<file path="src/include/qla_macros.svh">
// qla register block constants: channel count, address map fields and watchdog tick
`ifndef QLA_MACROS_SVH
`define QLA_MACROS_SVH

// motor channels on the board
`define QLA_NUM_CHAN       4

// channel field values, bits 7:4 of the word address
`define QLA_GLOBAL_SEL     4'h0
`define QLA_SAMPLE_SEL     4'hF

// per-channel register offsets
`define QLA_OFF_DAC        4'd0
`define QLA_OFF_ADC        4'd1   // read only
`define QLA_OFF_AMP        4'd2

// global register offsets
`define QLA_OFF_STATUS     4'd0
`define QLA_OFF_WDOG       4'd1
`define QLA_OFF_TSTAMP     4'd2
`define QLA_OFF_SAMPLE     4'd3

// sample buffer depth, timestamp word plus one word per channel
`define QLA_SAMPLE_WORDS   (`QLA_NUM_CHAN + 1)

`define QLA_WDOG_TICK      16     // sysclk cycles per period unit

`endif
</file>
<file path="src/rtl/qla_pkg.sv">
// qla shared types: register words, converter words, bus structs and controller states
package qla_pkg;

    typedef logic [15:0] reg_addr_t;   // word address, 15:8 zero, 7:4 chan, 3:0 offset
    typedef logic [31:0] reg_data_t;
    typedef logic [1:0]  chan_idx_t;   // motor channel 0..3
    typedef logic [15:0] dac_t;
    typedef logic [15:0] adc_t;
    typedef logic [3:0]  board_id_t;   // rotary switch
    typedef logic [31:0] tstamp_t;

    // host to slave, held until ack
    typedef struct packed {
        logic      cyc;
        logic      stb;
        logic      we;
        reg_addr_t adr;
        reg_data_t dat;
    } wb_req_t;

    typedef struct packed {
        logic      ack;   // one cycle
        reg_data_t dat;
    } wb_rsp_t;

    // channel register write port, chan/off also steer the read mux
    typedef struct packed {
        logic       wen;
        chan_idx_t  chan;
        logic [3:0] off;
        reg_data_t  data;
    } chan_wr_t;

    typedef enum logic [1:0] {
        idle,
        respond,
        wait_sample   // buffer read held off while capture runs
    } bus_state_t;

endpackage

</file>
<file path="src/rtl/qla_top.sv">
// qla register block top: bus controller with channel, sampler and watchdog datapaths
`timescale 1ns/100ps
`include "qla_macros.svh"

module qla_top (
    input  logic                                 sysclk,
    input  logic                                 rst_n,
    input  qla_pkg::board_id_t                   board_id,
    input  qla_pkg::wb_req_t                     wb_req,
    output qla_pkg::wb_rsp_t                     wb_rsp,
    input  qla_pkg::adc_t [`QLA_NUM_CHAN-1:0]    adc_in,
    output qla_pkg::dac_t [`QLA_NUM_CHAN-1:0]    dac_out,
    output logic [`QLA_NUM_CHAN-1:0]             amp_en,
    output logic                                 wdog_timeout
);
    import qla_pkg::*;

    chan_wr_t   chan_wr;           // channel write and read select
    reg_data_t  chan_rdata;
    logic       sample_start;
    logic [2:0] sample_idx;        // buffer word
    reg_data_t  sample_rdata;
    logic       sample_busy;
    tstamp_t    timestamp;
    logic       wdog_kick;
    logic       wdog_clear;
    logic       wdog_period_wen;
    reg_data_t  wdog_period;

    qla_bus_ctrl u_ctrl (
        .sysclk          (sysclk),
        .rst_n           (rst_n),
        .board_id        (board_id),
        .wb_req          (wb_req),
        .wb_rsp          (wb_rsp),
        .chan_wr         (chan_wr),
        .chan_rdata      (chan_rdata),
        .sample_start    (sample_start),
        .sample_idx      (sample_idx),
        .sample_rdata    (sample_rdata),
        .sample_busy     (sample_busy),
        .timestamp       (timestamp),
        .wdog_kick       (wdog_kick),
        .wdog_clear      (wdog_clear),
        .wdog_period_wen (wdog_period_wen),
        .wdog_period     (wdog_period),
        .wdog_timeout    (wdog_timeout)
    );

    qla_chan_regs u_chan (
        .sysclk       (sysclk),
        .rst_n        (rst_n),
        .chan_wr      (chan_wr),
        .rd_chan      (chan_wr.chan),   // read select shares the decode
        .rd_off       (chan_wr.off),
        .rdata        (chan_rdata),
        .adc_in       (adc_in),
        .dac_out      (dac_out),
        .amp_en       (amp_en),
        .wdog_timeout (wdog_timeout)
    );

    qla_sampler u_sampler (
        .sysclk       (sysclk),
        .rst_n        (rst_n),
        .sample_start (sample_start),
        .rd_idx       (sample_idx),
        .rdata        (sample_rdata),
        .busy         (sample_busy),
        .timestamp    (timestamp),
        .dac_in       (dac_out),        // setpoints as driven
        .adc_in       (adc_in)
    );

    qla_watchdog u_wdog (
        .sysclk       (sysclk),
        .rst_n        (rst_n),
        .kick         (wdog_kick),
        .clear        (wdog_clear),
        .period_wen   (wdog_period_wen),
        .period_wdata (chan_wr.data),   // host write data
        .period       (wdog_period),
        .timeout      (wdog_timeout)
    );

endmodule

</file>
<file path="src/rtl/qla_watchdog.sv">
// qla watchdog: drops a sticky timeout flag when host writes stop for the set period
`timescale 1ns/100ps
`include "qla_macros.svh"

module qla_watchdog (
    input  logic               sysclk,
    input  logic               rst_n,
    input  logic               kick,
    input  logic               clear,
    input  logic               period_wen,
    input  qla_pkg::reg_data_t period_wdata,
    output qla_pkg::reg_data_t period,
    output logic               timeout
);
    localparam int TICK_W = $clog2(`QLA_WDOG_TICK);

    logic [15:0]       period_q;   // in tick units, 0 = off
    logic [TICK_W-1:0] presc;      // sysclk cycles within a unit
    logic [15:0]       unit_cnt;   // elapsed units since last kick
    logic              tick;
    logic              enabled;

    assign enabled = (period_q != 16'd0);
    assign tick    = (presc == TICK_W'(`QLA_WDOG_TICK - 1));

    always_ff @(posedge sysclk) begin
        if (!rst_n) begin
            period_q <= '0;
            presc    <= '0;
            unit_cnt <= '0;
            timeout  <= 1'b0;
        end else begin
            if (period_wen) period_q <= period_wdata[15:0];

            // count frozen while off or already expired
            if (kick || clear || !enabled || timeout) begin
                presc    <= '0;
                unit_cnt <= '0;
            end else if (tick) begin
                presc    <= '0;
                unit_cnt <= unit_cnt + 16'd1;
            end else begin
                presc <= presc + 1'b1;
            end

            if (clear) begin
                timeout <= 1'b0;
            end else if (enabled && !kick && unit_cnt >= period_q) begin
                timeout <= 1'b1;                       // sticky
            end
        end
    end

    assign period = {16'd0, period_q};

endmodule

</file>
<file path="src/rtl/qla_sampler.sv">
// qla sampler: free-running timestamp and one-shot capture of all channels into a buffer
`timescale 1ns/100ps
`include "qla_macros.svh"

module qla_sampler (
    input  logic                                 sysclk,
    input  logic                                 rst_n,
    input  logic                                 sample_start,
    input  logic [2:0]                           rd_idx,
    output qla_pkg::reg_data_t                   rdata,
    output logic                                 busy,
    output qla_pkg::tstamp_t                     timestamp,
    input  qla_pkg::dac_t [`QLA_NUM_CHAN-1:0]    dac_in,
    input  qla_pkg::adc_t [`QLA_NUM_CHAN-1:0]    adc_in
);
    import qla_pkg::*;

    localparam int NWORDS = `QLA_SAMPLE_WORDS;

    tstamp_t                  ts_q;
    tstamp_t                  ts_snap;                // timestamp at start
    dac_t [`QLA_NUM_CHAN-1:0] dac_snap;
    adc_t [`QLA_NUM_CHAN-1:0] adc_snap;
    reg_data_t                sample_buf [NWORDS];
    logic [2:0]               wr_idx;                 // word being written
    reg_data_t                wr_word;
    chan_idx_t                wr_chan;
    logic                     take;                   // accepted start

    assign take    = sample_start && !busy;           // start while busy dropped
    assign wr_chan = chan_idx_t'(wr_idx - 3'd1);

    // word 0 timestamp, word k is dac/adc of channel k-1
    always_comb begin
        if (wr_idx == 3'd0) wr_word = ts_snap;
        else                wr_word = {dac_snap[wr_chan], adc_snap[wr_chan]};
    end

    always_ff @(posedge sysclk) begin
        if (!rst_n) begin
            ts_q   <= '0;
            busy   <= 1'b0;
            wr_idx <= '0;
        end else begin
            ts_q <= ts_q + 1'b1;                      // free running, wraps
            if (take) begin
                busy   <= 1'b1;
                wr_idx <= '0;
            end else if (busy) begin
                wr_idx <= wr_idx + 3'd1;
                if (wr_idx == 3'(NWORDS - 1)) busy <= 1'b0;   // last word this clock
            end
        end
    end

    // snapshot everything at once, then walk it into the buffer
    always_ff @(posedge sysclk) begin
        if (take) begin
            ts_snap  <= ts_q;
            dac_snap <= dac_in;
            adc_snap <= adc_in;
        end
        if (busy) sample_buf[wr_idx] <= wr_word;
    end

    assign timestamp = ts_q;
    assign rdata     = (rd_idx < 3'(NWORDS)) ? sample_buf[rd_idx] : '0;

endmodule

</file>
<file path="src/rtl/qla_chan_regs.sv">
// qla channel registers: DAC setpoints, amplifier enables and synchronized ADC readback
`timescale 1ns/100ps
`include "qla_macros.svh"

module qla_chan_regs (
    input  logic                                 sysclk,
    input  logic                                 rst_n,
    input  qla_pkg::chan_wr_t                    chan_wr,
    input  qla_pkg::chan_idx_t                   rd_chan,
    input  logic [3:0]                           rd_off,
    output qla_pkg::reg_data_t                   rdata,
    input  qla_pkg::adc_t [`QLA_NUM_CHAN-1:0]    adc_in,
    output qla_pkg::dac_t [`QLA_NUM_CHAN-1:0]    dac_out,
    output logic [`QLA_NUM_CHAN-1:0]             amp_en,
    input  logic                                 wdog_timeout
);
    import qla_pkg::*;

    dac_t [`QLA_NUM_CHAN-1:0] dac_q;      // current setpoints
    logic [`QLA_NUM_CHAN-1:0] amp_q;      // requested enables
    adc_t [`QLA_NUM_CHAN-1:0] adc_meta;   // first sync stage
    adc_t [`QLA_NUM_CHAN-1:0] adc_sync;   // second stage, safe to use

    always_ff @(posedge sysclk) begin
        if (!rst_n) begin
            dac_q <= '0;
            amp_q <= '0;
        end else begin
            if (chan_wr.wen && chan_wr.off == `QLA_OFF_DAC) begin
                dac_q[chan_wr.chan] <= chan_wr.data[$bits(dac_t)-1:0];
            end
            // timeout drops every enable, host must re-enable after clear
            if (wdog_timeout) begin
                amp_q <= '0;
            end else if (chan_wr.wen && chan_wr.off == `QLA_OFF_AMP) begin
                amp_q[chan_wr.chan] <= chan_wr.data[0];
            end
        end
    end

    // two flop synchronizer on the ADC words
    always_ff @(posedge sysclk) begin
        adc_meta <= adc_in;
        adc_sync <= adc_meta;
    end

    assign dac_out = dac_q;
    // mask covers the clock before amp_q clears
    assign amp_en  = amp_q & ~{`QLA_NUM_CHAN{wdog_timeout}};

    always_comb begin
        case (rd_off)
            `QLA_OFF_DAC: rdata = {16'd0, dac_q[rd_chan]};
            `QLA_OFF_ADC: rdata = {16'd0, adc_sync[rd_chan]};
            `QLA_OFF_AMP: rdata = {31'd0, amp_en[rd_chan]};   // effective state
            default:      rdata = '0;
        endcase
    end

endmodule

</file>
<file path="src/rtl/qla_bus_ctrl.sv">
// qla bus controller: wishbone slave FSM, address decode, read mux and command pulses
`timescale 1ns/100ps
`include "qla_macros.svh"

module qla_bus_ctrl (
    input  logic               sysclk,
    input  logic               rst_n,
    input  qla_pkg::board_id_t board_id,
    input  qla_pkg::wb_req_t   wb_req,
    output qla_pkg::wb_rsp_t   wb_rsp,
    output qla_pkg::chan_wr_t  chan_wr,
    input  qla_pkg::reg_data_t chan_rdata,
    output logic               sample_start,
    output logic [2:0]         sample_idx,
    input  qla_pkg::reg_data_t sample_rdata,
    input  logic               sample_busy,
    input  qla_pkg::tstamp_t   timestamp,
    output logic               wdog_kick,
    output logic               wdog_clear,
    output logic               wdog_period_wen,
    input  qla_pkg::reg_data_t wdog_period,
    input  logic               wdog_timeout
);
    import qla_pkg::*;

    bus_state_t state;
    logic       ack_q;
    reg_data_t  dat_q;
    reg_data_t  rd_mux;
    logic [3:0] fld;           // channel field
    logic [3:0] off;           // register offset
    logic       upper_ok;      // bits 15:8 clear
    logic       sel_global;
    logic       sel_chan;
    logic       sel_sample;
    logic       sample_word;   // valid buffer word
    logic       accept;        // new cycle taken this clock
    logic       wr_acc;
    logic       glb_wr;
    logic       load_dat;

    assign fld      = wb_req.adr[7:4];
    assign off      = wb_req.adr[3:0];
    assign upper_ok = (wb_req.adr[15:8] == 8'h00);

    assign sel_global  = upper_ok && (fld == `QLA_GLOBAL_SEL);
    assign sel_chan    = upper_ok && (fld >= 4'd1) && (fld <= 4'(`QLA_NUM_CHAN));
    assign sel_sample  = upper_ok && (fld == `QLA_SAMPLE_SEL);
    assign sample_word = sel_sample && (off < 4'(`QLA_SAMPLE_WORDS));

    assign accept = (state == idle) && wb_req.cyc && wb_req.stb;
    assign wr_acc = accept && wb_req.we;
    assign glb_wr = wr_acc && sel_global;

    // channel port, chan/off stay live for the read mux
    assign chan_wr.wen  = wr_acc && sel_chan;
    assign chan_wr.chan = chan_idx_t'(fld - 4'd1);   // field n -> channel n-1
    assign chan_wr.off  = off;
    assign chan_wr.data = wb_req.dat;

    // command pulses, one clock since the FSM leaves idle
    assign sample_start    = glb_wr && (off == `QLA_OFF_SAMPLE);
    assign wdog_period_wen = glb_wr && (off == `QLA_OFF_WDOG);
    assign wdog_clear      = glb_wr && (off == `QLA_OFF_STATUS) && !wb_req.dat[31];
    assign wdog_kick       = (glb_wr && (off <= `QLA_OFF_SAMPLE)) ||
                             (chan_wr.wen && (off == `QLA_OFF_DAC || off == `QLA_OFF_AMP));

    assign sample_idx = off[2:0];

    always_comb begin
        rd_mux = '0;   // unmapped reads as zero
        if (sel_global) begin
            case (off)
                `QLA_OFF_STATUS: rd_mux = {wdog_timeout, sample_busy, 26'd0, board_id};
                `QLA_OFF_WDOG:   rd_mux = wdog_period;
                `QLA_OFF_TSTAMP: rd_mux = timestamp;
                `QLA_OFF_SAMPLE: rd_mux = {31'd0, sample_busy};
                default:         rd_mux = '0;
            endcase
        end else if (sel_chan) begin
            rd_mux = chan_rdata;                           // 0 for unknown offsets
        end else if (sample_word) begin
            rd_mux = sample_rdata;
        end
    end

    always_ff @(posedge sysclk) begin
        if (!rst_n) begin
            state <= idle;
            ack_q <= 1'b0;
        end else begin
            case (state)
                idle: begin
                    if (accept) begin
                        if (sample_word && !wb_req.we && sample_busy) begin
                            state <= wait_sample;   // hold off until capture ends
                        end else begin
                            ack_q <= 1'b1;
                            state <= respond;
                        end
                    end
                end
                wait_sample: begin
                    if (!wb_req.cyc) begin
                        state <= idle;              // master gave up
                    end else if (!sample_busy) begin
                        ack_q <= 1'b1;
                        state <= respond;
                    end
                end
                respond: begin
                    ack_q <= 1'b0;
                    // back to idle once stb drops, no double accept
                    if (!(wb_req.cyc && wb_req.stb)) state <= idle;
                end
                default: state <= idle;
            endcase
        end
    end

    // registered read data
    assign load_dat = accept || (state == wait_sample && !sample_busy);

    always_ff @(posedge sysclk) begin
        if (load_dat) dat_q <= rd_mux;
    end

    assign wb_rsp.ack = ack_q;
    assign wb_rsp.dat = dat_q;

endmodule

</file>
<file path="config.mk">
export PLATFORM = sky130hd
export DESIGN_NAME = qla_top
export DESIGN_NICKNAME = d
export VERILOG_FILES = /design/src/rtl/qla_pkg.sv /design/src/rtl/qla_top.sv /design/src/rtl/qla_watchdog.sv /design/src/rtl/qla_sampler.sv /design/src/rtl/qla_chan_regs.sv /design/src/rtl/qla_bus_ctrl.sv
export VERILOG_INCLUDE_DIRS = /design/src /design/src/include
export SDC_FILE = /design/constraint.sdc
export NUM_CORES = 1
export LEC_CHECK = 0
export BUFFER_PORTS_ARGS = -buffer_cell sky130_fd_sc_hd__buf_2
export CAP_MARGIN = 25
export CORE_MARGIN = 2
export CORE_UTILIZATION = 50
export DETAILED_ROUTE_END_ITERATION = 8
export PLACE_DENSITY_LB_ADDON = 0.08
export RECOVER_POWER = 100
export SYNTH_ARGS = -nofsm -noshare
export SYNTH_HDL_FRONTEND = slang
export SYNTH_HIERARCHICAL = 1
export SYNTH_SLANG_ARGS = --single-unit
export TNS_END_PERCENT = 5
</file>
<file path="constraint.sdc">
create_clock -name sysclk -period 16.4 [get_ports sysclk]
set_input_delay 3.28 -clock sysclk [delete_from_list [all_inputs] [get_ports sysclk]]
set_output_delay 3.28 -clock sysclk [all_outputs]
set_load 0.02 [all_outputs]
</file>
==> results of run 1 <==
where the power goes:
group          internal (mW)  switching (mW)
clock network          0.828           0.607
logic                 0.0407          0.0850
registers               1.66         0.00598
worst max-delay path, delay by kind of cell:
family / cells / cell delay, ps
buf+inv: 4 / 4620
simple gates: 4 / 2350
fa+ha+maj: 1 / 610
cell usage in the layout, fill, tap and decap left out, types with 20 or more instances in the layout:
cell type / n
a21oi_1: 107
a221o_1: 26
a22oi_1: 28
buf_2: 66
clkbuf_1: 160
clkbuf_16: 60
conb_1: 32
dfxtp_1: 271
edfxtp_1: 352
ha_1: 24
inv_1: 34
mux2_1: 32
mux2i_1: 72
mux4_2: 98
nand2_1: 47
nand4_1: 82
nor2_1: 126
o31ai_1: 61
o31ai_2: 20
state kept, by name, summed over array words and instances (netlist names):
register / flops
u_sampler/dac_snap: 64
u_chan/dac_out: 64
u_chan/adc_sync: 64
u_wdog/unit_cnt: 16
u_wdog/presc: 4
u_wdog/period_q: 16
u_sampler/busy: 1
u_sampler/ts_snap: 32
u_chan/adc_meta: 64
u_sampler/wr_idx: 3
u_chan/amp_q: 4
u_wdog/timeout: 1
u_sampler/adc_snap: 64
u_ctrl/dat_q: 32
u_sampler/sample_buf: 160
u_ctrl/state: 2
u_ctrl/ack_q: 1
u_sampler/timestamp: 32
how the worst max path moves through the flow:
stage	startpoint	endpoint	slack (ps)	depth (start not counted)
2_1_floorplan	wb_req[36]	u_sampler/adc_snap[0]$_DFFE_PP_	3540	8
6_report	wb_req[36]	u_sampler/dac_snap[42]$_DFFE_PP_	5670	9
4_1_cts	wb_req[36]	u_sampler/dac_snap[55]$_DFFE_PP_	8700	10
3_3_place_gp	wb_req[36]	u_sampler/dac_snap[55]$_DFFE_PP_	8070	10
5_1_grt	wb_req[36]	u_sampler/dac_snap[43]$_DFFE_PP_	4960	9
3_5_place_dp	wb_req[36]	u_sampler/dac_snap[55]$_DFFE_PP_	8050	10
final cells by class:
class,count,area [sq um]
Timing Repair Buffer,235,1060
Inverter,39,146
Antenna cell,4,10.0
Sequential cell,624,16000
Tap cell,664,831
Multi-Input combinational cell,931,7880
Fill cell,4045,21000
Clock buffer,70,1560
Clock inverter,44,509
per-layer routing:
metal  vias to the layer above  wire length, microns  GRT usage
met5                         -                    18          0
met1                      7731                 28000      0.357
met4                         2                  1710     0.0839
met2                       663                 30100      0.394
met3                       101                  6190     0.0728
li1                       6924                     -          -
==> impl_metrics.py, run 1 <==
metrics = {
    "clock_tree": {
        "cts.sinks": 624,
        "post_cts_resized": 0,
        "cts-hold-fix-buffers": 0,
        "cts.htree.levels": 2,
        "clk_pin_slew_ps": 70,
        "postCtsSetupBuffers": 0,
        "root_buffer": "clkbuf_16",
        "cts_tree": "built",
        "number_of_cts_inserted_buffers": 60,
        "cts_max_path_buffers": 3,
        "clkLatencyLatePin_ps": 640,
    },
    "worst_setup_path": {
        "timing.critical_path.from_type": "input pin",
        "max_stage_delay_ps": 2680,
        "crit_path_cell_trace": "clkbuf_1, clkinv_1, clkbuf_1, ha_1, or4b_1, or4_1, nor3_1, nor2b_1, clkbuf_1",
        "cp_data_arrival_time_ps": 10930,
        "cp.required_ps": 16600,
        "worst_path_most_repeated_cell": "clkbuf_1",
        "setup.reg_to_reg.worst_slack_ps": 9190,
        "crit_path_max_delay_cell_type": "clkbuf_1",
        "worst_r2r_endpoint": "u_sampler/sample_buf[4][0]$_DFFE_PP_",
        "timing_worst_setup_path_type": "in2reg",
        "critical_path.reg2reg.startpoint": "u_sampler/wr_idx[0]$_SDFFE_PP0P_",
        "crit_path_end_kind": "flop",
        "reg2regPathDepth": 6,
        "path_max_fanout": 42,
    },
    "drt": {
        "route.detailed.drc": 0,
        "vias": 15400,
        "drt-pass1-iter-count": 5,
        "post_detailed_route_count_of_antenna_violating_nets": 0,
        "detail_route.iter0.violations": 1499,
        "wl_final_mm": 66.1,
        "avgRoutedWirePerCell_microns": 25.3,
        "routed_via_density": 5.91,
    },
    "global_routing": {
        "track_usage": 0.257,
        "wire_length_of_the_first_global_routing_pass_mm": 96.4,
        "overflow": 0,
        "grt_max_degree": 79,
        "first_global_vias": 14800,
        "antenna_found_initial": 10,
    },
    "outcome": {
        "failed_checks": "max-capacitance violations, max-slew violations",
        "outcome": "complete, but fails checks",
    },
    "placement": {
        "global_placer_s_final_weighted_congestion": 0.862,
        "place.detailed.hpwl_mm": 42.6,
        "placement.cell_area_sq_mm": 0.0262,
        "dpl_worst_slack_ps": 8050,
        "post-place-cells": 2492,
        "port_buffers": 207,
    },
    "floorplan": {
        "rows": 81,
        "design.portCount": 223,
        "dieArea_sq_mm": 0.0516,
        "initial_utilization": 0.507,
        "die-width_microns": 227,
        "chipHeight_microns": 227,
        "design.core.area_sq_mm": 0.0491,
    },
    "sta": {
        "achievable-frequency_mhz": 93.2,
        "total_negative_slack_ps": 0,
        "final.period_utilization": 0.654,
        "final_period_minus_worst_setup_slack_ps": 10730,
        "grt_setup_unrepaired": "no",
        "fin_skew_ps": 34.0,
        "report.final.setup_viol": 0,
        "number_of_hold_violations_in_the_final_report": 0,
        "hold-worst-slack_ps": 321,
        "setup_ws_ps": 5670,
        "slew_headroom": -1.57,
        "transition_time_at_the_pin_with_the_least_slew_margin_ps": 3850,
        "report.final.slew_viol_count": 415,
    },
    "layout": {
        "layout-area-overhead-vs-synth_pct": 12.6,
        "final_cell_count_no_fill": 2611,
        "final_area_sq_mm": 0.0280,
        "postLayoutCoreUtil": 0.571,
        "final_layout_size_suffix_gt1_frac": 0.165,
        "nets": 2036,
    },
    "job": {
        "max_cap_violations": 14,
    },
    "power_and_ir_drop": {
        "power.total_mw": 3.23,
        "peak_supply_drop_uv": 125,
        "power_per_cell_area_mw_per_mm2": 115,
        "static_leakage_nw": 9.42,
    },
    "hold_path": {
        "whs_path_depth": 0,
        "holdCritPathClass": "reg2reg",
        "hp-start": "u_chan/adc_meta[10]$_DFF_P_",
        "end_point_of_the_worst_hold_path": "u_chan/adc_sync[10]$_DFF_P_",
    },
    "synthesis": {
        "yosysWarnings": 6,
        "syn-mean-instance-area_sq_um": 14.2,
        "mappedNetlistArea_sq_mm": 0.0249,
        "post_synth_inst_count": 1747,
    },
}
No activity file was read; power rests on OpenSTA's default activity.
==> inputs of run 2 (changes only) <==
ABC_AREA = 1   (was default)
clock period = 9.6 ns   (was 16.4 ns; I/O delays follow)
==> run 2 against run 1 <==
The run still ends with max-capacitance violations, max-slew violations left; first-iteration DRC count up 37%; count of clock-buffer cells in the layout up 27; clock power up 76%; worst hold slack about the same; core utilization down 0.87 points; flip-flop and latch count unchanged; wire length up 17%; non-clock buffer count down 4; synthesized cell count up 62%; via count up 31%; register-to-register slack worse by 7000 ps; critical path depth down 1; critical path type is now reg2reg; largest cell class unchanged.
==> impl_metrics.py, run 2 <==
metrics = {
    "floorplan": {
        "design.portCount": 223,
        "design.core.area_sq_mm": 0.0524,
        "initial_utilization": 0.506,
        "die-width_microns": 234,
        "rows": 84,
        "chipHeight_microns": 234,
        "dieArea_sq_mm": 0.0549,
    },
    "placement": {
        "global_placer_s_final_weighted_congestion": 0.878,
        "place.detailed.hpwl_mm": 52.1,
        "port_buffers": 207,
    },
    "power_and_ir_drop": {
        "static_leakage_nw": 11.4,
        "peak_supply_drop_uv": 143,
        "power.total_mw": 5.68,
        "power_per_cell_area_mw_per_mm2": 193,
    },
    "clock_tree": {
        "cts.sinks": 624,
        "cts_tree": "built",
        "cts_max_path_buffers": 3,
        "post_cts_resized": 0,
        "clkLatencyLatePin_ps": 610,
        "postCtsSetupBuffers": 0,
        "clk_pin_slew_ps": 60,
        "root_buffer": "clkbuf_16",
        "cts.htree.levels": 3,
        "cts-hold-fix-buffers": 0,
        "number_of_cts_inserted_buffers": 67,
    },
    "drt": {
        "vias": 20100,
        "post_detailed_route_count_of_antenna_violating_nets": 0,
        "detail_route.iter0.violations": 2061,
        "avgRoutedWirePerCell_microns": 20.7,
        "drt-pass1-iter-count": 6,
        "route.detailed.drc": 0,
        "routed_via_density": 5.41,
        "wl_final_mm": 77.2,
    },
    "sta": {
        "transition_time_at_the_pin_with_the_least_slew_margin_ps": 3000,
        "slew_headroom": -1.00,
        "report.final.slew_viol_count": 482,
        "total_negative_slack_ps": 0,
        "report.final.setup_viol": 0,
        "final_period_minus_worst_setup_slack_ps": 7430,
        "fin_skew_ps": 19.7,
        "number_of_hold_violations_in_the_final_report": 0,
        "grt_setup_unrepaired": "no",
        "final.period_utilization": 0.774,
        "achievable-frequency_mhz": 135,
    },
    "job": {
        "max_cap_violations": 13,
    },
    "worst_setup_path": {
        "max_stage_delay_ps": 1600,
        "cp_data_arrival_time_ps": 7680,
        "cp.required_ps": 9860,
        "path_max_fanout": 33,
        "timing.critical_path.from_type": "flop",
        "timing_worst_setup_path_type": "reg2reg",
        "crit_path_end_kind": "flop",
        "crit_path_cell_trace": "inv_1, ha_1, clkbuf_1, inv_1, clkbuf_1, nor2_1, o21ai_0, a31oi_1",
        "critical_path.reg2reg.startpoint": "u_sampler/wr_idx[0]$_SDFFE_PP0P_",
        "crit_path_max_delay_cell_type": "clkbuf_1",
        "startpoint": "u_sampler/wr_idx[0]$_SDFFE_PP0P_",
    },
    "layout": {
        "final_layout_size_suffix_gt1_frac": 0.0867,
        "flip_flop_count_of_the_largest_register_after_layout": 160,
        "nets": 3122,
        "top_register": "u_sampler/sample_buf",
        "layout-area-overhead-vs-synth_pct": 11.2,
        "commonest_non_fill_non_tap_cell_in_the_layout": "nor2_1",
        "commonest_non_fill_non_tap_cells_in_the_layout": "594 x nor2_1, 423 x nand2_1, 352 x edfxtp_1, 272 x dfxtp_1, 236 x inv_1",
    },
    "global_routing": {
        "overflow": 0,
        "track_usage": 0.282,
        "grt_max_degree": 162,
        "wire_length_of_the_first_global_routing_pass_mm": 114,
        "antenna_found_initial": 3,
        "first_global_vias": 18500,
    },
    "outcome": {
        "failed_checks": "max-capacitance violations, max-slew violations",
        "outcome": "complete, but fails checks",
    },
    "hold_path": {
        "holdCritPathClass": "reg2reg",
        "hp-start": "u_chan/adc_meta[32]$_DFF_P_",
    },
    "synthesis": {
        "syn-mean-instance-area_sq_um": 9.35,
        "post_synth_inst_count": 2837,
        "yosysWarnings": 6,
        "mappedNetlistArea_sq_mm": 0.0265,
    },
}
run 2: changes by cell type in the layout (fill, tap and decap cells not counted), moves of 29 or more:
cell / before / now
nand2_1: 47 / 423
nand3_1: 14 / 176
mux2_1: 32 / 0
mux2i_1: 72 / 0
o21ai_0: 10 / 217
nand2_2: 0 / 29
o21ai_1: 2 / 54
inv_1: 34 / 236
mux4_2: 98 / 0
nor2_1: 126 / 594
a31oi_1: 2 / 31
o31ai_1: 61 / 0
nand4_1: 82 / 12
run 2: area by class of cell:
type,instances,area [sq um]
inverters,246,926
flip-flops and latches,624,16000
diodes,2,5.00
multi-input cells,1807,8500
well taps,688,861
repair buffers,231,1010
clock inverters,27,270
clock buffers,97,1900
fillers,4784,23000
run 2: worst paths after layout:
path,endpoint,slack [ps],cells after the start
max,u_sampler/sample_buf[3][23]$_DFFE_PP_,2170,8
min,u_chan/adc_sync[32]$_DFF_P_,320,0
max reg2reg,u_sampler/sample_buf[3][23]$_DFFE_PP_,2170,8
min reg2reg,u_chan/adc_sync[32]$_DFF_P_,320,0
run 2: through the flow:
step	worst slack [ps]	hold WS (ps)	area, sq um	utilization	cells
after global placement	4080	311	27500	0.525	3594
after global routing	2160	329	29500	0.562	3721
after floorplan	2080	310	26600	-	2867
after detailed placement	3980	312	27600	0.526	3595
final	2170	321	29500	0.562	3722
after CTS	4590	323	29700	0.567	3719
run 2: critical path, delay by kind of cell (launching register included):
kind            cells  cell delay [ps]
flops               1             1070
compound gates      2             1110
buf+inv             4             3950
simple gates        1              270
fa+ha+maj           1              610
run 2: routing by layer:
layer / up-vias / track usage / share of wire
met5: - / 0 / 0.00010
met4: 2 / 0.0898 / 0.026
met3: 105 / 0.0495 / 0.087
met2: 840 / 0.430 / 0.44
met1: 9638 / 0.410 / 0.44
li1: 9546 / - / -
run 2: where the power goes:
group          switching [mW]  internal, mW  leakage, nW
combinational           0.208        0.0723         4.83
sequential             0.0135          2.85         5.50
clock                    1.08          1.45         1.06
==> inputs of run 3 (changes only) <==
ABC_AREA = 0   (was 1)
clock period = 6.32 ns   (was 9.6 ns; I/O delays follow)
==> run 3 against run 2 <==
The run still ends with max-capacitance violations, max-slew violations left; core utilization increased by 0.91 points; global-route usage decreased by 2.5 points; die area decreased by 6.1%; design area decreased by 5.0%; flip-flop and latch count unchanged; wire length decreased by 14%; critical path depth decreased by 2; sequential share of layout area increased by 2.8 points.
==> impl_metrics.py, run 3 (synthesis gave the netlist of run 1 again) <==
metrics = {
    "placement": {
        "post-place-cells": 2498,
        "place.detailed.hpwl_mm": 43.1,
        "port_buffers": 207,
        "placement.cell_area_sq_mm": 0.0263,
        "dpl_worst_slack_ps": 1590,
        "global_placer_s_final_weighted_congestion": 0.864,
    },
    "job": {
        "max_cap_violations": 6,
    },
    "clock_tree": {
        "cts_tree": "built",
        "cts-hold-fix-buffers": 0,
        "post_cts_resized": 0,
        "number_of_cts_inserted_buffers": 61,
        "cts.htree.levels": 2,
        "cts_max_path_buffers": 3,
        "root_buffer": "clkbuf_16",
        "cts.sinks": 624,
        "postCtsSetupBuffers": 0,
        "clkLatencyLatePin_ps": 640,
        "clk_pin_slew_ps": 60,
    },
    "layout": {
        "final_cell_count_no_fill": 2618,
        "top_register": "u_sampler/sample_buf",
        "final-seq-area_sq_mm": 0.0160,
        "postLayoutCoreUtil": 0.571,
        "multi_input_comb_area_sq_mm": 0.00779,
        "commonest_non_fill_non_tap_cell_in_the_layout": "edfxtp_1",
        "filler_cells": 4035,
        "final_area_sq_mm": 0.0280,
        "nets": 2043,
        "final_layout_size_suffix_gt1_frac": 0.164,
        "flip_flop_count_of_the_largest_register_after_layout": 160,
        "layout-area-overhead-vs-synth_pct": 12.7,
        "commonest_non_fill_non_tap_cells_in_the_layout": "352 x edfxtp_1, 272 x dfxtp_1, 158 x clkbuf_1, 123 x nor2_1, 107 x a21oi_1",
    },
    "global_routing": {
        "antenna_found_initial": 10,
        "grt_most_used_layer": "met2",
        "grt_use_met3": 0.0527,
        "overflow": 0,
        "wire_length_of_the_first_global_routing_pass_mm": 96.9,
        "met2_usage": 0.403,
        "met1_usage": 0.363,
        "first_global_vias": 14900,
        "track_usage": 0.257,
        "grt_max_degree": 144,
    },
    "power_and_ir_drop": {
        "power_per_cell_area_mw_per_mm2": 298,
        "peak_supply_drop_uv": 281,
        "static_leakage_nw": 9.45,
        "power.total_mw": 8.35,
    },
    "worst_setup_path": {
        "crit_path_end_kind": "flop",
        "cp.required_ps": 6690,
        "reg2regPathDepth": 3,
        "endpoint": "u_ctrl/dat_q[2]$_DFFE_PP_",
        "cp_data_arrival_time_ps": 5620,
        "timing.critical_path.from_type": "input pin",
        "timing_worst_setup_path_type": "in2reg",
        "path_max_fanout": 21,
        "worst_r2r_endpoint": "u_sampler/sample_buf[1][27]$_DFFE_PP_",
        "startpoint": "wb_req[47]",
        "setup.reg_to_reg.worst_slack_ps": 1600,
        "critical_path.reg2reg.startpoint": "u_sampler/wr_idx[0]$_SDFFE_PP0P_",
    },
    "sta": {
        "hold-worst-slack_ps": 323,
        "report.final.setup_viol": 0,
        "final.period_utilization": 0.831,
        "fin_skew_ps": 26.7,
        "achievable-frequency_mhz": 190,
        "number_of_hold_violations_in_the_final_report": 0,
        "grt_setup_unrepaired": "no",
        "slew_headroom": -1.49,
        "transition_time_at_the_pin_with_the_least_slew_margin_ps": 3730,
        "total_negative_slack_ps": 0,
        "setup_ws_ps": 1070,
        "report.final.slew_viol_count": 220,
        "final_period_minus_worst_setup_slack_ps": 5250,
    },
    "floorplan": {
        "initial_utilization": 0.507,
        "die-width_microns": 227,
        "design.core.area_sq_mm": 0.0491,
        "rows": 81,
        "design.portCount": 223,
        "dieArea_sq_mm": 0.0516,
        "chipHeight_microns": 227,
    },
    "hold_path": {
        "holdCritPathClass": "reg2reg",
    },
    "drt": {
        "detail_route.iter0.violations": 1382,
        "post_detailed_route_count_of_antenna_violating_nets": 0,
        "routed_via_density": 5.91,
        "avgRoutedWirePerCell_microns": 25.3,
        "vias": 15500,
        "drt-pass1-iter-count": 5,
        "wl_final_mm": 66.2,
        "route.detailed.drc": 0,
    },
    "outcome": {
        "failed_checks": "max-capacitance violations, max-slew violations",
        "outcome": "complete, but fails checks",
    },
}
-- run 3: worst min-delay path by stage --
stage / from / endpoint / slack [ps] / depth (start not counted)
4_1_cts: u_chan/adc_meta[9]$_DFF_P_ / u_chan/adc_sync[9]$_DFF_P_ / 320 / 0
5_1_grt: u_chan/adc_meta[49]$_DFF_P_ / u_chan/adc_sync[49]$_DFF_P_ / 320 / 0
3_5_place_dp: u_chan/adc_meta[13]$_DFF_P_ / u_chan/adc_sync[13]$_DFF_P_ / 310 / 0
2_1_floorplan: u_chan/adc_meta[0]$_DFF_P_ / u_chan/adc_sync[0]$_DFF_P_ / 310 / 0
3_3_place_gp: u_chan/adc_meta[49]$_DFF_P_ / u_chan/adc_sync[49]$_DFF_P_ / 310 / 0
6_report: u_chan/adc_meta[49]$_DFF_P_ / u_chan/adc_sync[49]$_DFF_P_ / 320 / 0
-- run 3: where the power goes --
part | total (mW) | switching, mW | internal (mW)
Clock | 3.70 | 1.55 | 2.15
Sequential | 4.32 | 0.0157 | 4.31
Combinational | 0.326 | 0.219 | 0.107
-- run 3: final cells by class --
class / instances / area share
Clock inverter: 27 / 0.00951
Timing Repair Buffer: 241 / 0.0408
Multi-Input combinational cell: 931 / 0.278
Inverter: 39 / 0.00522
Clock buffer: 88 / 0.0654
Antenna cell: 4 / 0.000357
Sequential cell: 624 / 0.571
Tap cell: 664 / 0.0296
-- run 3: critical path, cell delays in order --
cell and delay (ps):
buf_2 90, or4_1 650, nor4b_1 2570, buf_4 590
nand2_1 160, o211ai_1 260
-- run 3: metal layers --
layer	part of all wire	vias to the layer above
met4	0.027	2
met3	0.085	99
li1	-	6942
met2	0.47	625
met1	0.42	7804
met5	0.00015	-
